## src/rtl/icache_pkg.sv

```systemverilog
`default_nettype none

package icache_pkg;

  ////////////////////////////////////////////////////////////
  // Geometry
  ////////////////////////////////////////////////////////////

  localparam int vaddr_width_c        = 32;
  localparam int page_offset_width_c  = 12;
  localparam int block_offset_width_c = 4;

  // Index plus block offset spans exactly one 4 KB page
  localparam int index_width_c     = page_offset_width_c - block_offset_width_c;
  localparam int sets_c            = 1 << index_width_c;
  localparam int words_per_block_c = 4;

  // Fixes the way field of a fill packet
  localparam int max_ways_c = 4;

  ////////////////////////////////////////////////////////////
  // Address fields
  ////////////////////////////////////////////////////////////

  typedef logic [vaddr_width_c-1:0]                     vaddr_t;
  typedef logic [vaddr_width_c-page_offset_width_c-1:0] ptag_t;
  typedef logic [index_width_c-1:0]                     index_t;
  typedef logic [$clog2(words_per_block_c)-1:0]         word_sel_t;
  typedef logic [31:0]                                  instr_t;

  // Block address sent out on a miss
  typedef struct packed {
    ptag_t  ptag;
    index_t index;
  } miss_req_s;

  ////////////////////////////////////////////////////////////
  // Fill packets
  ////////////////////////////////////////////////////////////

  typedef enum logic {
    fill_op_data,
    fill_op_tag
  } fill_op_e;

  // One instruction word of the block
  typedef struct packed {
    word_sel_t word_sel;
    instr_t    instr;
  } fill_data_s;

  // Tag install, padded to the data payload width
  typedef struct packed {
    logic        valid;
    ptag_t       ptag;
    logic [12:0] pad;
  } fill_tag_s;

  // Same payload word, read according to op
  typedef union packed {
    fill_data_s data;
    fill_tag_s  tag;
  } fill_payload_u;

  typedef struct packed {
    fill_op_e                        op;
    index_t                          index;
    logic [$clog2(max_ways_c)-1:0]   way;
    fill_payload_u                   payload;
  } fill_pkt_s;

endpackage

`default_nettype wire
```

## src/rtl/icache_fetch_pipe.sv

```systemverilog
`default_nettype none

module icache_fetch_pipe #(
  parameter int  ways_p       = 2,
  localparam int way_width_lp = $clog2(ways_p)
) (
  input  logic                            clk_i,
  input  logic                            reset_i,
  input  logic                            fetch_v_i,
  input  icache_pkg::vaddr_t              fetch_vaddr_i,
  input  icache_pkg::ptag_t               ptag_i,
  input  logic                            squash_i,
  input  icache_pkg::ptag_t [ways_p-1:0]  tags_i,
  input  logic [ways_p-1:0]               valid_i,
  input  icache_pkg::instr_t [ways_p-1:0][icache_pkg::words_per_block_c-1:0] blocks_i,
  output logic                            rd_v_o,
  output icache_pkg::index_t              rd_index_o,
  output logic                            tv_v_o,
  output logic                            tv_hit_o,
  output logic [way_width_lp-1:0]         tv_hit_way_o,
  output logic [ways_p-1:0]               tv_way_valid_o,
  output icache_pkg::index_t              tv_index_o,
  output icache_pkg::ptag_t               tv_ptag_o,
  output icache_pkg::instr_t              data_o,
  output logic                            data_v_o
);

  import icache_pkg::*;

  localparam int word_lsb_lp = block_offset_width_c - $bits(word_sel_t);

  // Tag-lookup stage
  logic                           tl_v_r;
  index_t                         tl_index_r;
  word_sel_t                      tl_word_r;
  logic [ways_p-1:0]              tl_hit;
  instr_t [words_per_block_c-1:0] tl_block;

  // Tag-verify stage
  logic                           tv_v_r;
  logic [ways_p-1:0]              tv_hit_r;
  word_sel_t                      tv_word_r;
  instr_t [words_per_block_c-1:0] tv_block_r;

  ////////////////////////////////////////////////////////////
  // Cycle 0, launch the array reads
  ////////////////////////////////////////////////////////////

  assign rd_v_o     = fetch_v_i;
  assign rd_index_o = fetch_vaddr_i[block_offset_width_c +: index_width_c];

  always_ff @(posedge clk_i)
  begin
    if (reset_i)
      tl_v_r <= 1'b0;
    else
      tl_v_r <= fetch_v_i;
  end

  always_ff @(posedge clk_i)
  begin
    if (fetch_v_i)
    begin
      tl_index_r <= rd_index_o;
      tl_word_r  <= fetch_vaddr_i[word_lsb_lp +: $bits(word_sel_t)];
    end
  end

  ////////////////////////////////////////////////////////////
  // Cycle 1, compare against the physical tag
  ////////////////////////////////////////////////////////////

  always_comb
  begin
    tl_block = '0;
    for (int w = 0; w < ways_p; w++)
    begin
      tl_hit[w] = valid_i[w] && (tags_i[w] == ptag_i);
      if (tl_hit[w])
        tl_block = tl_block | blocks_i[w];
    end
  end

  // A miss in tag-verify kills whatever sits behind it
  always_ff @(posedge clk_i)
  begin
    if (reset_i)
      tv_v_r <= 1'b0;
    else
      tv_v_r <= tl_v_r && !squash_i;
  end

  always_ff @(posedge clk_i)
  begin
    if (tl_v_r)
    begin
      tv_hit_r       <= tl_hit;
      tv_way_valid_o <= valid_i;
      tv_index_o     <= tl_index_r;
      tv_ptag_o      <= ptag_i;
      tv_word_r      <= tl_word_r;
      tv_block_r     <= tl_block;
    end
  end

  ////////////////////////////////////////////////////////////
  // Cycle 2, word select and result
  ////////////////////////////////////////////////////////////

  always_comb
  begin
    tv_hit_way_o = '0;
    for (int w = 0; w < ways_p; w++)
    begin
      if (tv_hit_r[w])
        tv_hit_way_o = way_width_lp'(w);
    end
  end

  assign tv_v_o   = tv_v_r;
  assign tv_hit_o = |tv_hit_r;
  assign data_o   = tv_block_r[tv_word_r];
  assign data_v_o = tv_v_r && tv_hit_o;

endmodule

`default_nettype wire

```

## config.mk

```make
export PLATFORM = sky130hd
export DESIGN_NAME = icache_fetch_pipe
export DESIGN_NICKNAME = d
export VERILOG_FILES = /design/src/rtl/icache_pkg.sv /design/src/rtl/icache_fetch_pipe.sv
export SDC_FILE = /design/constraint.sdc
export NUM_CORES = 1
export LEC_CHECK = 0
export BUFFER_PORTS_ARGS = -buffer_cell sky130_fd_sc_hd__buf_2
export CAP_MARGIN = 5
export CELL_PAD_IN_SITES_DETAIL_PLACEMENT = 1
export CELL_PAD_IN_SITES_GLOBAL_PLACEMENT = 1
export CORE_ASPECT_RATIO = 2
export CORE_MARGIN = 3
export CORE_UTILIZATION = 38
export CTS_CLUSTER_SIZE = 16
export DETAILED_ROUTE_END_ITERATION = 10
export GPL_ROUTABILITY_DRIVEN = 0
export GPL_TIMING_DRIVEN = 0
export PLACE_DENSITY_LB_ADDON = 0.2
export REMOVE_ABC_BUFFERS = 1
export SLEW_MARGIN = 20
export SYNTH_ARGS = -nofsm -noshare
export SYNTH_HDL_FRONTEND = slang
export SYNTH_SLANG_ARGS = --single-unit
```

## constraint.sdc

```tcl
create_clock -name clk_i -period 5.03 [get_ports clk_i]
set_input_delay 0 -clock clk_i [delete_from_list [all_inputs] [get_ports clk_i]]
set_output_delay 0 -clock clk_i [all_outputs]
set_load 0.02 [all_outputs]
```

---- After elaboration in Yosys (flattened, before gate mapping) ----
Cells that the tools add are included.
word-level totals
  register bits after elaboration ......... 174
  bits in latches ......................... 0
  RAM bits ................................ 0
  memory bits (read-only) ................. 0
  bits of input ports ..................... 354
  output and inout bits ................... 75
  logic and storage cells ................. 28
  memories kept ........................... 0
operators by class
  add/sub/neg operators ................... 0
  multiply operators ...................... 0
  divide/modulo/power cells ............... 0
  magnitude comparators ................... 1
  eq/ne operators ......................... 2
  shifts and indexed selects .............. 0
  muxes and demuxes ....................... 5
  bitwise gates (word level) .............. 1
  reduce and logical (&&, ||, !) cells .... 6
operator list
  cell                                                                   count
  128-bit 2-to-1 mux                                                     2
  128-bit OR                                                             1
  32-bit binary-select mux with 2-bit select                             1
  20-bit == test                                                         2
  32-bit 2-to-1 mux                                                      1
  1-bit logical AND                                                      4
  2-bit by 3-bit < comparator with 1-bit output (second input constant)  1
  2-bit OR reduction                                                     1
  1-bit zero test                                                        1
  1-bit 2-to-1 mux                                                       1

---- Logic depth before layout (Yosys ltp) ----
  depth after elaboration ................. 5
  gate-level depth with buffers ........... 6
  mapped depth without buffers ............ 4

---- Worst setup path before layout ----
No wires, ideal clock.
  path type ............................... register to register
  from .................................... register tl_v_r
  to ...................................... register tv_block_r[0] in the netlist's numbering, enable pin
  setup time .............................. 0.537 ns
  arrival time ............................ 3.831 ns
  required time ........................... 4.493 ns
  path slack .............................. 0.662 ns
  stages on the path, launching flop included .. 1
  path buffers ............................ 0
  clock period less this slack ............ 4.368 ns
  path through ............................ dfxtp_1
RTL lines
  item                    RTL line                  text
  from (decl)             icache_fetch_pipe.sv:33   logic tl_v_r;
  from (signal assigned)  icache_fetch_pipe.sv:57   tl_v_r <= fetch_v_i;
  to (signal assigned)    icache_fetch_pipe.sv:102  tv_block_r <= tl_block;
  to (decl)               icache_fetch_pipe.sv:43   instr_t [words_per_block_c-1:0] tv_block_r;
No word-level cell between the ends.

==> results.txt <==
number of global-route vias before repair -> 11690
post-detailed-route DRC marker count -> 0
CTS hold repair buffers -> 289
Power per Cell Area -> 220.8 mW/mm^2
start point of the critical path -> ptag_i[14]
met1 Use GR -> 31.62%
portion of the post-synthesis area used by sequential elements -> 50.14%
aggregate global routing overflow -> 0
overall die area -> 0.02946 sq mm
number of buffers on the longest clock path -> 2
detail-routed net length per standard cell -> 24.71 um
worst slew margin relative to its limit -> 43.71%
share of the core filled with cells in the final layout -> 61.71%
Net count, final -> 1793
clock-pin slew reported for the worst setup and hold paths after clock tree synthesis -> 0.07 ns
met2 Usage GRT -> 52.80%
synthesized area divided by synthesized cell count -> 13.48 sq um
Port-buffer cells -> 406
cell types with the largest area share after synthesis -> sky130_fd_sc_hd__edfxtp_1, sky130_fd_sc_hd__o32ai_2, sky130_fd_sc_hd__nand4_1
Synth warnings -> 0
first-iteration detailed-routing DRC count -> 674
wire length reported by the detailed router -> 44.80 mm
Clock Sinks -> 174
Period minus WS final -> 3.871 ns
share of the clock period used by the worst path after layout -> 76.95%
antenna violations before repair -> 13
fraction of synthesis flops using an asynchronous set or reset pin -> 0%
Die Height -> 239.7 um
number of buffers inserted during clock tree synthesis -> 17
number of different library cells in the post-synthesis netlist -> 32
cell area after technology mapping -> 0.01038 sq mm
met3 Usage GRT -> 6.569%
average vias per placed instance -> 5.704
maximum achievable frequency -> 258.4 MHz
Hold/Removal Path Class -> in -> reg
number of synthesized flops with an enable pin -> 172
core area -> 0.02691 sq mm
outcome -> complete, no violations
critical path endpoint category -> register
global route hottest layer -> met2
setup repair after global routing missed its margin -> false
clock tree from TritonCTS -> yes
buffer cell driving the clock tree root -> sky130_fd_sc_hd__clkbuf_16
Max rail drop VDD -> 271.9 uV
number of levels the H-tree was split into -> 4
worst-case clock skew -> 0.01482 ns
detailed-router iteration count before antenna repair -> 7
GRT Total Usage -> 29.96%
Hold Startpoint -> blocks_i[242]
transition time of the tightest slew-check pin -> 0.8368 ns
Top FF cell, synth -> sky130_fd_sc_hd__edfxtp_1
Resized Gates After CTS -> 0
start of the worst register-to-register path -> tl_v_r
Arrival @ worst endpoint -> 4.18 ns
Layout area overhead -> 59.94%
WS Path Type -> in -> reg
total power draw -> 0.003666 W
ports placed on the boundary -> 429
number of max-slew violations in the final report -> 0
clock latency at the later pin of the worst-skew pair -> 0.45 ns
library cell occupying the most area in the post-synthesis netlist -> sky130_fd_sc_hd__edfxtp_1
Final Hold Viols -> 0
flip-flop and latch count after synthesis -> 174
post-CTS setup buffer count -> 0
initial core utilization -> 38.58%
pin count of the biggest net entering global routing -> 75
share of cells above drive strength 1 -> 45.59%
final count of negative-setup-slack endpoints -> 0
wire length of the first global-routing pass -> 66.72 mm
count of nets left with antenna violations after detail routing -> 0
Worst Path Max Fanout -> 6
top cell type's share of synthesized area -> 49.75%
HPWL after detailed placement -> 27.47 mm
cell row count -> 85
startpoint type of the worst setup path -> primary input
Gate Count Post-Synth -> 770
via total after detailed routing -> 10340
most numerous cell types in the synthesized netlist -> sky130_fd_sc_hd__edfxtp_1, sky130_fd_sc_hd__nand4_1, sky130_fd_sc_hd__nand2_1, sky130_fd_sc_hd__o32ai_2, sky130_fd_sc_hd__clkbuf_1
count leader, synth -> sky130_fd_sc_hd__edfxtp_1
count of max-cap constraint violations -> 0
required time of the worst setup path -> 5.34 ns
number of fill cells in the layout -> 2791
Lkg Pwr -> 6.629 nW
Die Width -> 122.9 um
where the power goes:
group | leakage, nW | switching [W] | internal, W
clock network | 0.282 | 0.000601 | 0.000781
registers | 1.95 | 0.0000177 | 0.00161
logic | 4.40 | 0.000365 | 0.000290
logic make-up after synthesis:
group / synth area share [%]
flops: 50.14
mux: 6.942
xor+xnor: 2.869
simple gates: 13.58
buf+inv: 6.388
compound gates: 20.08
flip-flops by register name, indices dropped and copies added (netlist names):
| signal | count |
|---|---|
| tl_v_r | 1 |
| tv_v_o | 1 |
| tv_block_r | 128 |
| tv_way_valid_o | 2 |
| tv_ptag_o | 20 |
| tl_word_r | 2 |
| tv_index_o | 8 |
| tv_word_r | 2 |
| tl_index_r | 8 |
| tv_hit_r | 2 |
placed cells by master, fill, tap and decap left out, drive strengths merged:
cell type      synthesis  routed
a21boi                 1       1
nand2                129     129
nor3b                  1       1
o21a                   1       1
inv                    3       6
and2                   1       1
xor2                  32      32
a2111oi                1       1
nor4                   6       6
o221a                  1       1
buf                   69     465
edfxtp               172     172
nor3                   2       2
clkdlybuf4s15          0       2
bufinv                 0       3
clkbuf                45      18
xnor2                  2       2
dfxtp                  2       2
a222oi                 1       1
clkinvlp               0       3
nand2b                 2       2
o32ai                128     128
dlygate4sd3            0     290
nand4                130     130
clkinv                 1       6
clkdlybuf4s18          0       7
o2111a                 1       1
mux4                  32      32
or2                    1       1
nand3                  2       2
nor2b                  2       2
diode                  0      13
nor2                   2       2
metal layers:
metal / part of all wire, % / vias to the layer above / wire (um)
li1: - / 4524 / -
met1: 34 / 5158 / 15290
met2: 53 / 505 / 23920
met3: 5.8 / 153 / 2615
met4: 6.6 / 2 / 2966
met5: 0.029 / - / 13
per-stage QoR:
step	hold slack [ns]	setup TNS, ns	std cells	worst slack [ns]	instance area (sq um)
CTS	0.0003750	0	1799	1.462	16560
finish	0.02957	0	1813	1.159	16600
global route	0.007467	0	1810	0.9795	16600
global placement	0.1639	-1334.27	1410	-11.33	12200
floorplan	0	-425.14	656	-3.304	9733
detailed placement	0.1686	0	1478	2.059	13070
layout make-up:
type,count,area (sq um),area share (%)
Timing Repair Buffer,764,5766,34.72
Sequential cell,174,5209,31.37
Multi-Input combinational cell,478,4552,27.42
Tap cell,348,435.4,2.622
Clock buffer,18,429.2,2.585
Clock inverter,14,165.2,0.9947
Antenna cell,13,32.53,0.1959
Inverter,4,15.01,0.09043
worst paths after layout:
kind,to,slack [ns],cells past startpoint
max,tv_block_r[52],1.16,14
min,tv_block_r[114],0.03,3
max reg2reg,tv_block_r[40],3.33,2
min reg2reg,tv_index_o[3],0.43,0
worst max-delay path, cell delays in order:
cell,delay (ns)
sky130_fd_sc_hd__dlygate4sd3_1,0.54
sky130_fd_sc_hd__buf_2,0.13
sky130_fd_sc_hd__clkinv_1,0.19
sky130_fd_sc_hd__a222oi_1,0.62
sky130_fd_sc_hd__buf_2,0.29
sky130_fd_sc_hd__buf_2,0.19
sky130_fd_sc_hd__buf_2,0.22
sky130_fd_sc_hd__buf_2,0.18
sky130_fd_sc_hd__clkdlybuf4s18_2,0.30
sky130_fd_sc_hd__clkdlybuf4s18_2,0.30
sky130_fd_sc_hd__clkdlybuf4s18_2,0.30
sky130_fd_sc_hd__nand4_1,0.14
sky130_fd_sc_hd__o32ai_2,0.18
sky130_fd_sc_hd__dlygate4sd3_1,0.59
(Power assumes the default switching activity.)
