### src/rtl/icache_pkg.sv
`default_nettype none

package icache_pkg;

  ////////////////////////////////////////////////////////////
  // Geometry
  ////////////////////////////////////////////////////////////

  localparam int vaddr_width_c        = 32;
  localparam int page_offset_width_c  = 12;
  localparam int block_offset_width_c = 4;

  // Index plus block offset spans exactly one 4 KB page
  localparam int index_width_c     = page_offset_width_c - block_offset_width_c;
  localparam int sets_c            = 1 << index_width_c;
  localparam int words_per_block_c = 4;

  // Fixes the way field of a fill packet
  localparam int max_ways_c = 4;

  ////////////////////////////////////////////////////////////
  // Address fields
  ////////////////////////////////////////////////////////////

  typedef logic [vaddr_width_c-1:0]                     vaddr_t;
  typedef logic [vaddr_width_c-page_offset_width_c-1:0] ptag_t;
  typedef logic [index_width_c-1:0]                     index_t;
  typedef logic [$clog2(words_per_block_c)-1:0]         word_sel_t;
  typedef logic [31:0]                                  instr_t;

  // Block address sent out on a miss
  typedef struct packed {
    ptag_t  ptag;
    index_t index;
  } miss_req_s;

  ////////////////////////////////////////////////////////////
  // Fill packets
  ////////////////////////////////////////////////////////////

  typedef enum logic {
    fill_op_data,
    fill_op_tag
  } fill_op_e;

  // One instruction word of the block
  typedef struct packed {
    word_sel_t word_sel;
    instr_t    instr;
  } fill_data_s;

  // Tag install, padded to the data payload width
  typedef struct packed {
    logic        valid;
    ptag_t       ptag;
    logic [12:0] pad;
  } fill_tag_s;

  // Same payload word, read according to op
  typedef union packed {
    fill_data_s data;
    fill_tag_s  tag;
  } fill_payload_u;

  typedef struct packed {
    fill_op_e                        op;
    index_t                          index;
    logic [$clog2(max_ways_c)-1:0]   way;
    fill_payload_u                   payload;
  } fill_pkt_s;

endpackage

`default_nettype wire
### src/rtl/icache_lru.sv
`default_nettype none

module icache_lru #(
  parameter int  ways_p       = 2,
  localparam int way_width_lp = $clog2(ways_p)
) (
  input  logic                     clk_i,
  input  logic                     reset_i,
  input  icache_pkg::index_t       index_i,
  input  logic                     hit_v_i,
  input  logic [way_width_lp-1:0]  hit_way_i,
  input  logic                     fill_v_i,
  input  icache_pkg::fill_pkt_s    fill_pkt_i,
  output logic [way_width_lp-1:0]  victim_way_o
);

  import icache_pkg::*;

  // Heap order tree, node n has children 2n+1 and 2n+2
  logic [sets_c-1:0][ways_p-2:0] lru_r;
  logic                          fill_tag_v;
  logic [way_width_lp-1:0]       fill_way;

  // Follow the bits down to the least recently used leaf
  function automatic logic [way_width_lp-1:0] lru_encode(logic [ways_p-2:0] bits);
    logic [way_width_lp-1:0] way;
    int                      node;
    way  = '0;
    node = 0;
    for (int lvl = 0; lvl < way_width_lp; lvl++)
    begin
      way[way_width_lp-1-lvl] = bits[node];
      node = 2 * node + 1 + int'(bits[node]);
    end
    return way;
  endfunction

  // Point every node on the path away from the touched way
  function automatic logic [ways_p-2:0] lru_touch(logic [ways_p-2:0] bits,
                                                 logic [way_width_lp-1:0] way);
    logic [ways_p-2:0] next;
    int                node;
    next = bits;
    node = 0;
    for (int lvl = 0; lvl < way_width_lp; lvl++)
    begin
      next[node] = ~way[way_width_lp-1-lvl];
      node = 2 * node + 1 + int'(way[way_width_lp-1-lvl]);
    end
    return next;
  endfunction

  assign fill_tag_v   = fill_v_i && (fill_pkt_i.op == fill_op_tag);
  assign fill_way     = fill_pkt_i.way[way_width_lp-1:0];
  assign victim_way_o = lru_encode(lru_r[index_i]);

  always_ff @(posedge clk_i)
  begin
    if (reset_i)
      lru_r <= '0;
    else if (fill_tag_v)
      lru_r[fill_pkt_i.index] <= lru_touch(lru_r[fill_pkt_i.index], fill_way);
    else if (hit_v_i)
      lru_r[index_i] <= lru_touch(lru_r[index_i], hit_way_i);
  end

endmodule

`default_nettype wire

### config.mk
export PLATFORM = sky130hd
export DESIGN_NAME = icache_lru
export DESIGN_NICKNAME = d
export VERILOG_FILES = /design/src/rtl/icache_pkg.sv /design/src/rtl/icache_lru.sv
export SDC_FILE = /design/constraint.sdc
export NUM_CORES = 1
export LEC_CHECK = 0
export BUFFER_PORTS_ARGS = -buffer_cell sky130_fd_sc_hd__buf_2
export CAP_MARGIN = 5
export CORE_MARGIN = 5
export CORE_UTILIZATION = 50
export DETAILED_ROUTE_END_ITERATION = 12
export MAX_ROUTING_LAYER = met4
export PLACE_DENSITY = 0.66
export SYNTH_ARGS = -nofsm -noshare
export SYNTH_HDL_FRONTEND = slang
export SYNTH_SLANG_ARGS = --single-unit
### constraint.sdc
create_clock -name clk_i -period 8.25 [get_ports clk_i]
set_input_delay 1.65 -clock clk_i [delete_from_list [all_inputs] [get_ports clk_i]]
set_output_delay 1.65 -clock clk_i [all_outputs]
set_load 0.1 [all_outputs]
# After elaboration in Yosys (flattened, before gate mapping)
# Index checks and enable logic that the tools add are counted.
[op_classes] n_reduce_logical=4 bitwise=2 order_cmp=4 mux=10
[ops] cell="256-bit bitwise mux" n=2
[ops] cell="256-bit 2-to-1 mux" n=2
[ops] cell="8-bit by 9-bit less-than comparator with 1-bit output, second input constant" n=2
[ops] cell="1-bit demux with 8-bit select" n=2
[ops] cell="8-bit by 1-bit >= comparator with 1-bit output, second input constant" n=2
[ops] cell="1-bit binary-select mux with 8-bit select" n=1
[ops] cell="1-bit logical AND" n=3
[ops] cell="1-bit 2-to-1 mux" n=3
[ops] cell="1-bit inverter" n=2
[ops] cell="2-bit nonzero test" n=1
[word_totals] input_bits=58 out_inout_bits=1 elab_cells=276 reg_bits=256

# Longest topological paths before layout
[depth] ltp_word=7 depth_mapped=9

# Worst setup path before layout
# Ideal clock, no wire load.
[synth_path] kind="input-to-output" startpoint="in index_i[1]" endpoint="out victim_way_o" required_time_ns=6.600 path_buffers=2 t_arrival_ns=3.978 slack_ns=2.622 stages=8 path_cell_list="buf_2 -> clkbuf_1 -> mux4_2 -> a22oi_1 -> a21oi_1 -> or4_1 -> a22oi_1 -> nand2_1"
[synth_between] elab_chain_len=2
[synth_rtl] item="from (decl)" line="icache_lru.sv:9" source="input icache_pkg::index_t index_i,"
[synth_rtl] item="1-bit binary-select mux with 8-bit select"
[synth_rtl] item="1-bit 2-to-1 mux (implied by the code)" line="icache_lru.sv:55" source="assign victim_way_o = lru_encode(lru_r[index_i]);"
[synth_rtl] item="to (decl)" line="icache_lru.sv:14" source="output logic [way_width_lp-1:0] victim_way_o"
# No other way between the ends. The select of a mux whose other input is x is not followed.

# Final worst setup path
[layout_path] startpoint="in index_i[0]" endpoint="out victim_way_o"
# The elaborated chain is that of the path after synthesis.

==> report_table.html <==
<table>
<tr><th>Metric</th><th>Value</th></tr>
<tr><th colspan="2">Final layout</th></tr>
<tr><td>Max reg flops</td><td>256</td></tr>
<tr><td>Fillers</td><td>2,807</td></tr>
<tr><td>Largest registers in the final layout</td><td>lru_r x256</td></tr>
<tr><td>Footprint of the multi-input gates</td><td>9470 µm²</td></tr>
<tr><td>Sequential cell area in the final layout</td><td>5120 µm²</td></tr>
<tr><td>Fraction of final layout cells with drive strength greater than 1</td><td>16.8%</td></tr>
<tr><td>Number of nets in the layout</td><td>1,742</td></tr>
<tr><td>P&amp;R area growth vs syn</td><td>6.60%</td></tr>
<tr><td>Largest register by flop count</td><td>lru_r</td></tr>
<tr><th colspan="2">Setup path</th></tr>
<tr><td>Chain of cells forming the critical path</td><td>buf_4 &gt; buf_12 &gt; mux4_2 &gt; a22oi_1 &gt; a21oi_1 &gt; or4_1 &gt; a22oi_1 &gt; nand2_1 &gt; buf_2</td></tr>
<tr><td>Startpoint of the lowest-slack register-to-register path</td><td>lru_r[140]</td></tr>
<tr><td>Nature of the critical path endpoint</td><td>primary output</td></tr>
<tr><td>Slowest cell on the critical path</td><td>sky130_fd_sc_hd__or4_1</td></tr>
<tr><td>Path type of the worst setup path</td><td>input pin to primary output</td></tr>
<tr><td>Terminus of the critical flop-to-flop path</td><td>lru_r[140]</td></tr>
<tr><td>Slowest stage delay, CP</td><td>0.57 ns</td></tr>
<tr><td>Critical Path Most Common Cell</td><td>sky130_fd_sc_hd__a22oi_1</td></tr>
<tr><td>R2r worst-path depth</td><td>4</td></tr>
<tr><td>Reg2Reg Setup Slack</td><td>7.34 ns</td></tr>
<tr><td>Required time at the endpoint of the critical path</td><td>6.60 ns</td></tr>
<tr><td>Critical Path Source Type</td><td>input pin</td></tr>
<tr><td>Arrival time reported for the critical path endpoint</td><td>4.78 ns</td></tr>
<tr><td>Largest driver fanout on the critical path</td><td>39</td></tr>
<tr><th colspan="2">Yosys</th></tr>
<tr><td>Mapped Cells</td><td>1,818</td></tr>
<tr><td>Flip-flop and latch count after synthesis</td><td>256</td></tr>
<tr><td>Net Count, Synth</td><td>1,876</td></tr>
<tr><td>Ys flop type</td><td>sky130_fd_sc_hd__dfxtp_1</td></tr>
<tr><td>Post-synthesis async set-or-reset flop share</td><td>0%</td></tr>
<tr><td>Synthesized area per cell</td><td>8.49 µm²</td></tr>
<tr><td>Post-synthesis instance area</td><td>15,400 µm²</td></tr>
<tr><td>Sequential cell area fraction in the yosys report</td><td>33.2%</td></tr>
<tr><td>Count of synthesis-stage warnings from yosys</td><td>0</td></tr>
<tr><td>Unique cell type count in the Yosys netlist</td><td>35</td></tr>
<tr><td>Number of enable flip-flop cells after synthesis</td><td>0</td></tr>
<tr><th colspan="2">GRT</th></tr>
<tr><td>Overall Global Routing Usage</td><td>36.5%</td></tr>
<tr><td>Initial antenna violation count</td><td>1</td></tr>
<tr><td>Maximum number of pins on one net before global-route repair</td><td>168</td></tr>
<tr><td>Total overflow reported by the global router</td><td>0</td></tr>
<tr><td>First-pass GRT wire length</td><td>93,200 µm</td></tr>
<tr><td>Number of global-route vias before repair</td><td>14,700</td></tr>
<tr><th colspan="2">STA</th></tr>
<tr><td>Worst clock skew</td><td>0 ns</td></tr>
<tr><td>Setup repair after global routing missed its margin</td><td>false</td></tr>
<tr><td>Final slew viol count</td><td>0</td></tr>
<tr><td>Total Negative Setup Slacks</td><td>0 ns</td></tr>
<tr><td>Slew headroom</td><td>16.6%</td></tr>
<tr><td>Fmax</td><td>156 MHz</td></tr>
<tr><td>Final setup violating endpoints</td><td>0</td></tr>
<tr><td>Clock period minus worst slack</td><td>6.43 ns</td></tr>
<tr><td>Final hold violation count</td><td>0</td></tr>
<tr><td>Least-Margin Pin Slew</td><td>1.25 ns</td></tr>
<tr><td>Post-route clock period utilization</td><td>77.9%</td></tr>
<tr><th colspan="2">Floorplanning</th></tr>
<tr><td>Initial standard-cell utilization of the core</td><td>50.6%</td></tr>
<tr><td>Die Width</td><td>186 µm</td></tr>
<tr><td>FP Rows</td><td>64</td></tr>
<tr><td>Area of the die</td><td>34,500 µm²</td></tr>
<tr><td>Boundary pin count</td><td>59</td></tr>
<tr><td>Die extent in y</td><td>186 µm</td></tr>
<tr><td>Core area</td><td>30,500 µm²</td></tr>
<tr><th colspan="2">Drt</th></tr>
<tr><td>Detailed-route DRC error count</td><td>0</td></tr>
<tr><td>Routed wire length per instance</td><td>30.0 µm</td></tr>
<tr><td>Number of nets still failing antenna checks after routing</td><td>0</td></tr>
<tr><td>Detailed router's first-iteration violation count</td><td>2,714</td></tr>
<tr><td>Total wirelength of the detailed-routed design</td><td>63,200 µm</td></tr>
<tr><td>Count of vias placed by the detailed router</td><td>16,200</td></tr>
<tr><td>Vias per std cell</td><td>7.67</td></tr>
<tr><td>Detailed-routing iteration count for the pre-antenna-repair pass</td><td>8</td></tr>
<tr><th colspan="2">Power and ir drop</th></tr>
<tr><td>Leakage dissipation</td><td>4.50 nW</td></tr>
<tr><td>Cell area power density</td><td>172 nW/µm²</td></tr>
<tr><td>Total power draw</td><td>2.83 mW</td></tr>
<tr><td>IR Drop Worst-Case VDD</td><td>0.000154 V</td></tr>
<tr><th colspan="2">Clock tree</th></tr>
<tr><td>Clock latency of the later-clocked register in the worst-skew pair</td><td>0.57 ns</td></tr>
<tr><td>Number of H-tree levels</td><td>1</td></tr>
<tr><td>TritonCTS Buffers</td><td>31</td></tr>
<tr><td>Cell at the root of the clock tree</td><td>sky130_fd_sc_hd__clkbuf_16</td></tr>
<tr><td>Number of clock sinks</td><td>256</td></tr>
<tr><td>Post-CTS Resized</td><td>0</td></tr>
<tr><td>Postcts setup bufs</td><td>0</td></tr>
<tr><td>Clock-pin transition on the worst setup and hold timing paths</td><td>0.05 ns</td></tr>
<tr><td>Largest buffer count on any clock path</td><td>3</td></tr>
<tr><td>Hold Buf Count CTS</td><td>0</td></tr>
<tr><td>Clock tree from TritonCTS</td><td>yes</td></tr>
<tr><th colspan="2">Job</th></tr>
<tr><td>Max-cap check violation count</td><td>0</td></tr>
<tr><th colspan="2">Hold path</th></tr>
<tr><td>Hold Path Depth</td><td>2</td></tr>
<tr><td>Startpoint of the tightest hold check path</td><td>lru_r[226]</td></tr>
<tr><td>Hold EP</td><td>lru_r[226]</td></tr>
<tr><td>Path category of the worst min-delay check</td><td>flop to flop</td></tr>
<tr><th colspan="2">Place</th></tr>
<tr><td>Final RePlAce weighted congestion</td><td>1.05</td></tr>
<tr><td>HPWL after detailed placement</td><td>37,800 µm</td></tr>
<tr><td>Port Buffers</td><td>23</td></tr>
<tr><th colspan="2">Run status</th></tr>
<tr><td>Run status</td><td>completed</td></tr>
</table>
-- critical path: cells and delay by family --
kind | cells | cell delay [ns]
buf+inv | 3 | 1.20
mux | 1 | 0.55
compound gates | 3 | 0.61
simple gates | 2 | 0.69
-- cell usage in the layout, fill, tap and decap left out, types with 3 or more instances in the layout --
cell / instances
sky130_fd_sc_hd__or4_1: 4
sky130_fd_sc_hd__o32ai_1: 6
sky130_fd_sc_hd__buf_4: 30
sky130_fd_sc_hd__nand2_1: 73
sky130_fd_sc_hd__o31ai_1: 3
sky130_fd_sc_hd__dfxtp_1: 256
sky130_fd_sc_hd__or2_2: 16
sky130_fd_sc_hd__clkbuf_16: 31
sky130_fd_sc_hd__a22oi_1: 34
sky130_fd_sc_hd__clkinv_2: 5
sky130_fd_sc_hd__nor2b_1: 12
sky130_fd_sc_hd__o22ai_1: 365
sky130_fd_sc_hd__mux2i_1: 120
sky130_fd_sc_hd__nor3_1: 108
sky130_fd_sc_hd__o221ai_1: 26
sky130_fd_sc_hd__clkbuf_1: 8
sky130_fd_sc_hd__nand2b_1: 7
sky130_fd_sc_hd__a211oi_1: 6
sky130_fd_sc_hd__clkbuf_8: 10
sky130_fd_sc_hd__nor2_1: 276
sky130_fd_sc_hd__a211o_1: 4
sky130_fd_sc_hd__diode_2: 4
sky130_fd_sc_hd__nand2_2: 3
sky130_fd_sc_hd__mux4_2: 64
sky130_fd_sc_hd__nand3_1: 35
sky130_fd_sc_hd__o221a_2: 101
sky130_fd_sc_hd__or3_1: 6
sky130_fd_sc_hd__nand4_1: 10
sky130_fd_sc_hd__a21oi_1: 19
sky130_fd_sc_hd__o21ai_0: 30
sky130_fd_sc_hd__o32a_1: 4
sky130_fd_sc_hd__buf_2: 20
-- synthesized netlist by cell type, types with 7 or more instances --
library cell / number / share of area, %
sky130_fd_sc_hd__o21ai_0: 30 / 0.97
sky130_fd_sc_hd__nor3_1: 108 / 3.5
sky130_fd_sc_hd__or2_2: 16 / 0.65
sky130_fd_sc_hd__nand3_1: 35 / 1.1
sky130_fd_sc_hd__nor2_1: 277 / 6.7
sky130_fd_sc_hd__nor2b_1: 14 / 0.57
sky130_fd_sc_hd__nand4_1: 10 / 0.41
sky130_fd_sc_hd__o22ai_1: 365 / 15
sky130_fd_sc_hd__nand2b_1: 7 / 0.28
sky130_fd_sc_hd__o221a_2: 101 / 7.4
sky130_fd_sc_hd__a21oi_1: 19 / 0.62
sky130_fd_sc_hd__buf_1: 14 / 0.34
sky130_fd_sc_hd__a22oi_1: 34 / 1.7
sky130_fd_sc_hd__o221ai_1: 26 / 1.5
sky130_fd_sc_hd__nand2_1: 76 / 1.8
sky130_fd_sc_hd__dfxtp_1: 256 / 33
sky130_fd_sc_hd__mux2i_1: 120 / 7.8
sky130_fd_sc_hd__clkbuf_1: 195 / 4.7
sky130_fd_sc_hd__mux4_2: 64 / 9.3
-- metal layers --
layer | track usage [%] | vias up | wire [µm]
met5 | - | - | 0
met2 | 50.6 | 1295 | 25700
li1 | - | 6867 | -
met4 | 19.7 | 0 | 4450
met1 | 48.5 | 7715 | 23900
met3 | 9.50 | 283 | 9090
-- kinds of logic (layout without fill, tap and decap cells) --
| group | after synthesis | in the layout | synth area share (%) |
|---|---|---|---|
| AO/OA/AOI/OAI | 600 | 600 | 28.3 |
| flip-flops | 256 | 256 | 33.2 |
| multiplexers | 184 | 184 | 17.1 |
| buffers and inverters | 219 | 107 | 5.60 |
| other | 0 | 4 | 0 |
| AND/OR/NAND/NOR | 559 | 559 | 15.8 |
-- where the power goes --
group | total, mW | switching [mW] | internal, mW
clock network | 1.37 | 0.573 | 0.797
registers | 1.24 | 0.00109 | 1.24
logic | 0.217 | 0.175 | 0.0421
-- layout make-up --
cell class	count	share of cell area, %
Sequential cell	256	31.1
Multi-Input combinational cell	1343	57.6
Clock buffer	48	5.65
Antenna cell	4	0.0608
Clock inverter	7	0.388
Tap cell	396	3.01
Timing Repair Buffer	52	2.18
-- through the flow --
step	cell area, µm²	hold slack, ns	worst slack, ns	cells	utilization, %
after floorplan	15400	0.455	2.62	1818	-
after global placement	15500	0.469	1.85	2047	50.6
after detailed placement	15500	0.479	1.86	2047	50.6
after CTS	16400	0.490	1.86	2102	53.9
after global routing	16400	0.500	1.68	2103	53.9
final	16500	0.486	1.82	2106	53.9
-- worst max path at each step --
| stage | from | endpoint | slack (ns) | depth (start not counted) |
|---|---|---|---|---|
| global placement | index_i[0] | victim_way_o | 1.85 | 9 |
| detailed placement | index_i[0] | victim_way_o | 1.86 | 9 |
| finish | index_i[0] | victim_way_o | 1.82 | 9 |
| global route | index_i[0] | victim_way_o | 1.68 | 9 |
| CTS | index_i[0] | victim_way_o | 1.86 | 9 |
| floorplan | index_i[1] | victim_way_o | 2.62 | 8 |
(Power assumes the default switching activity.)
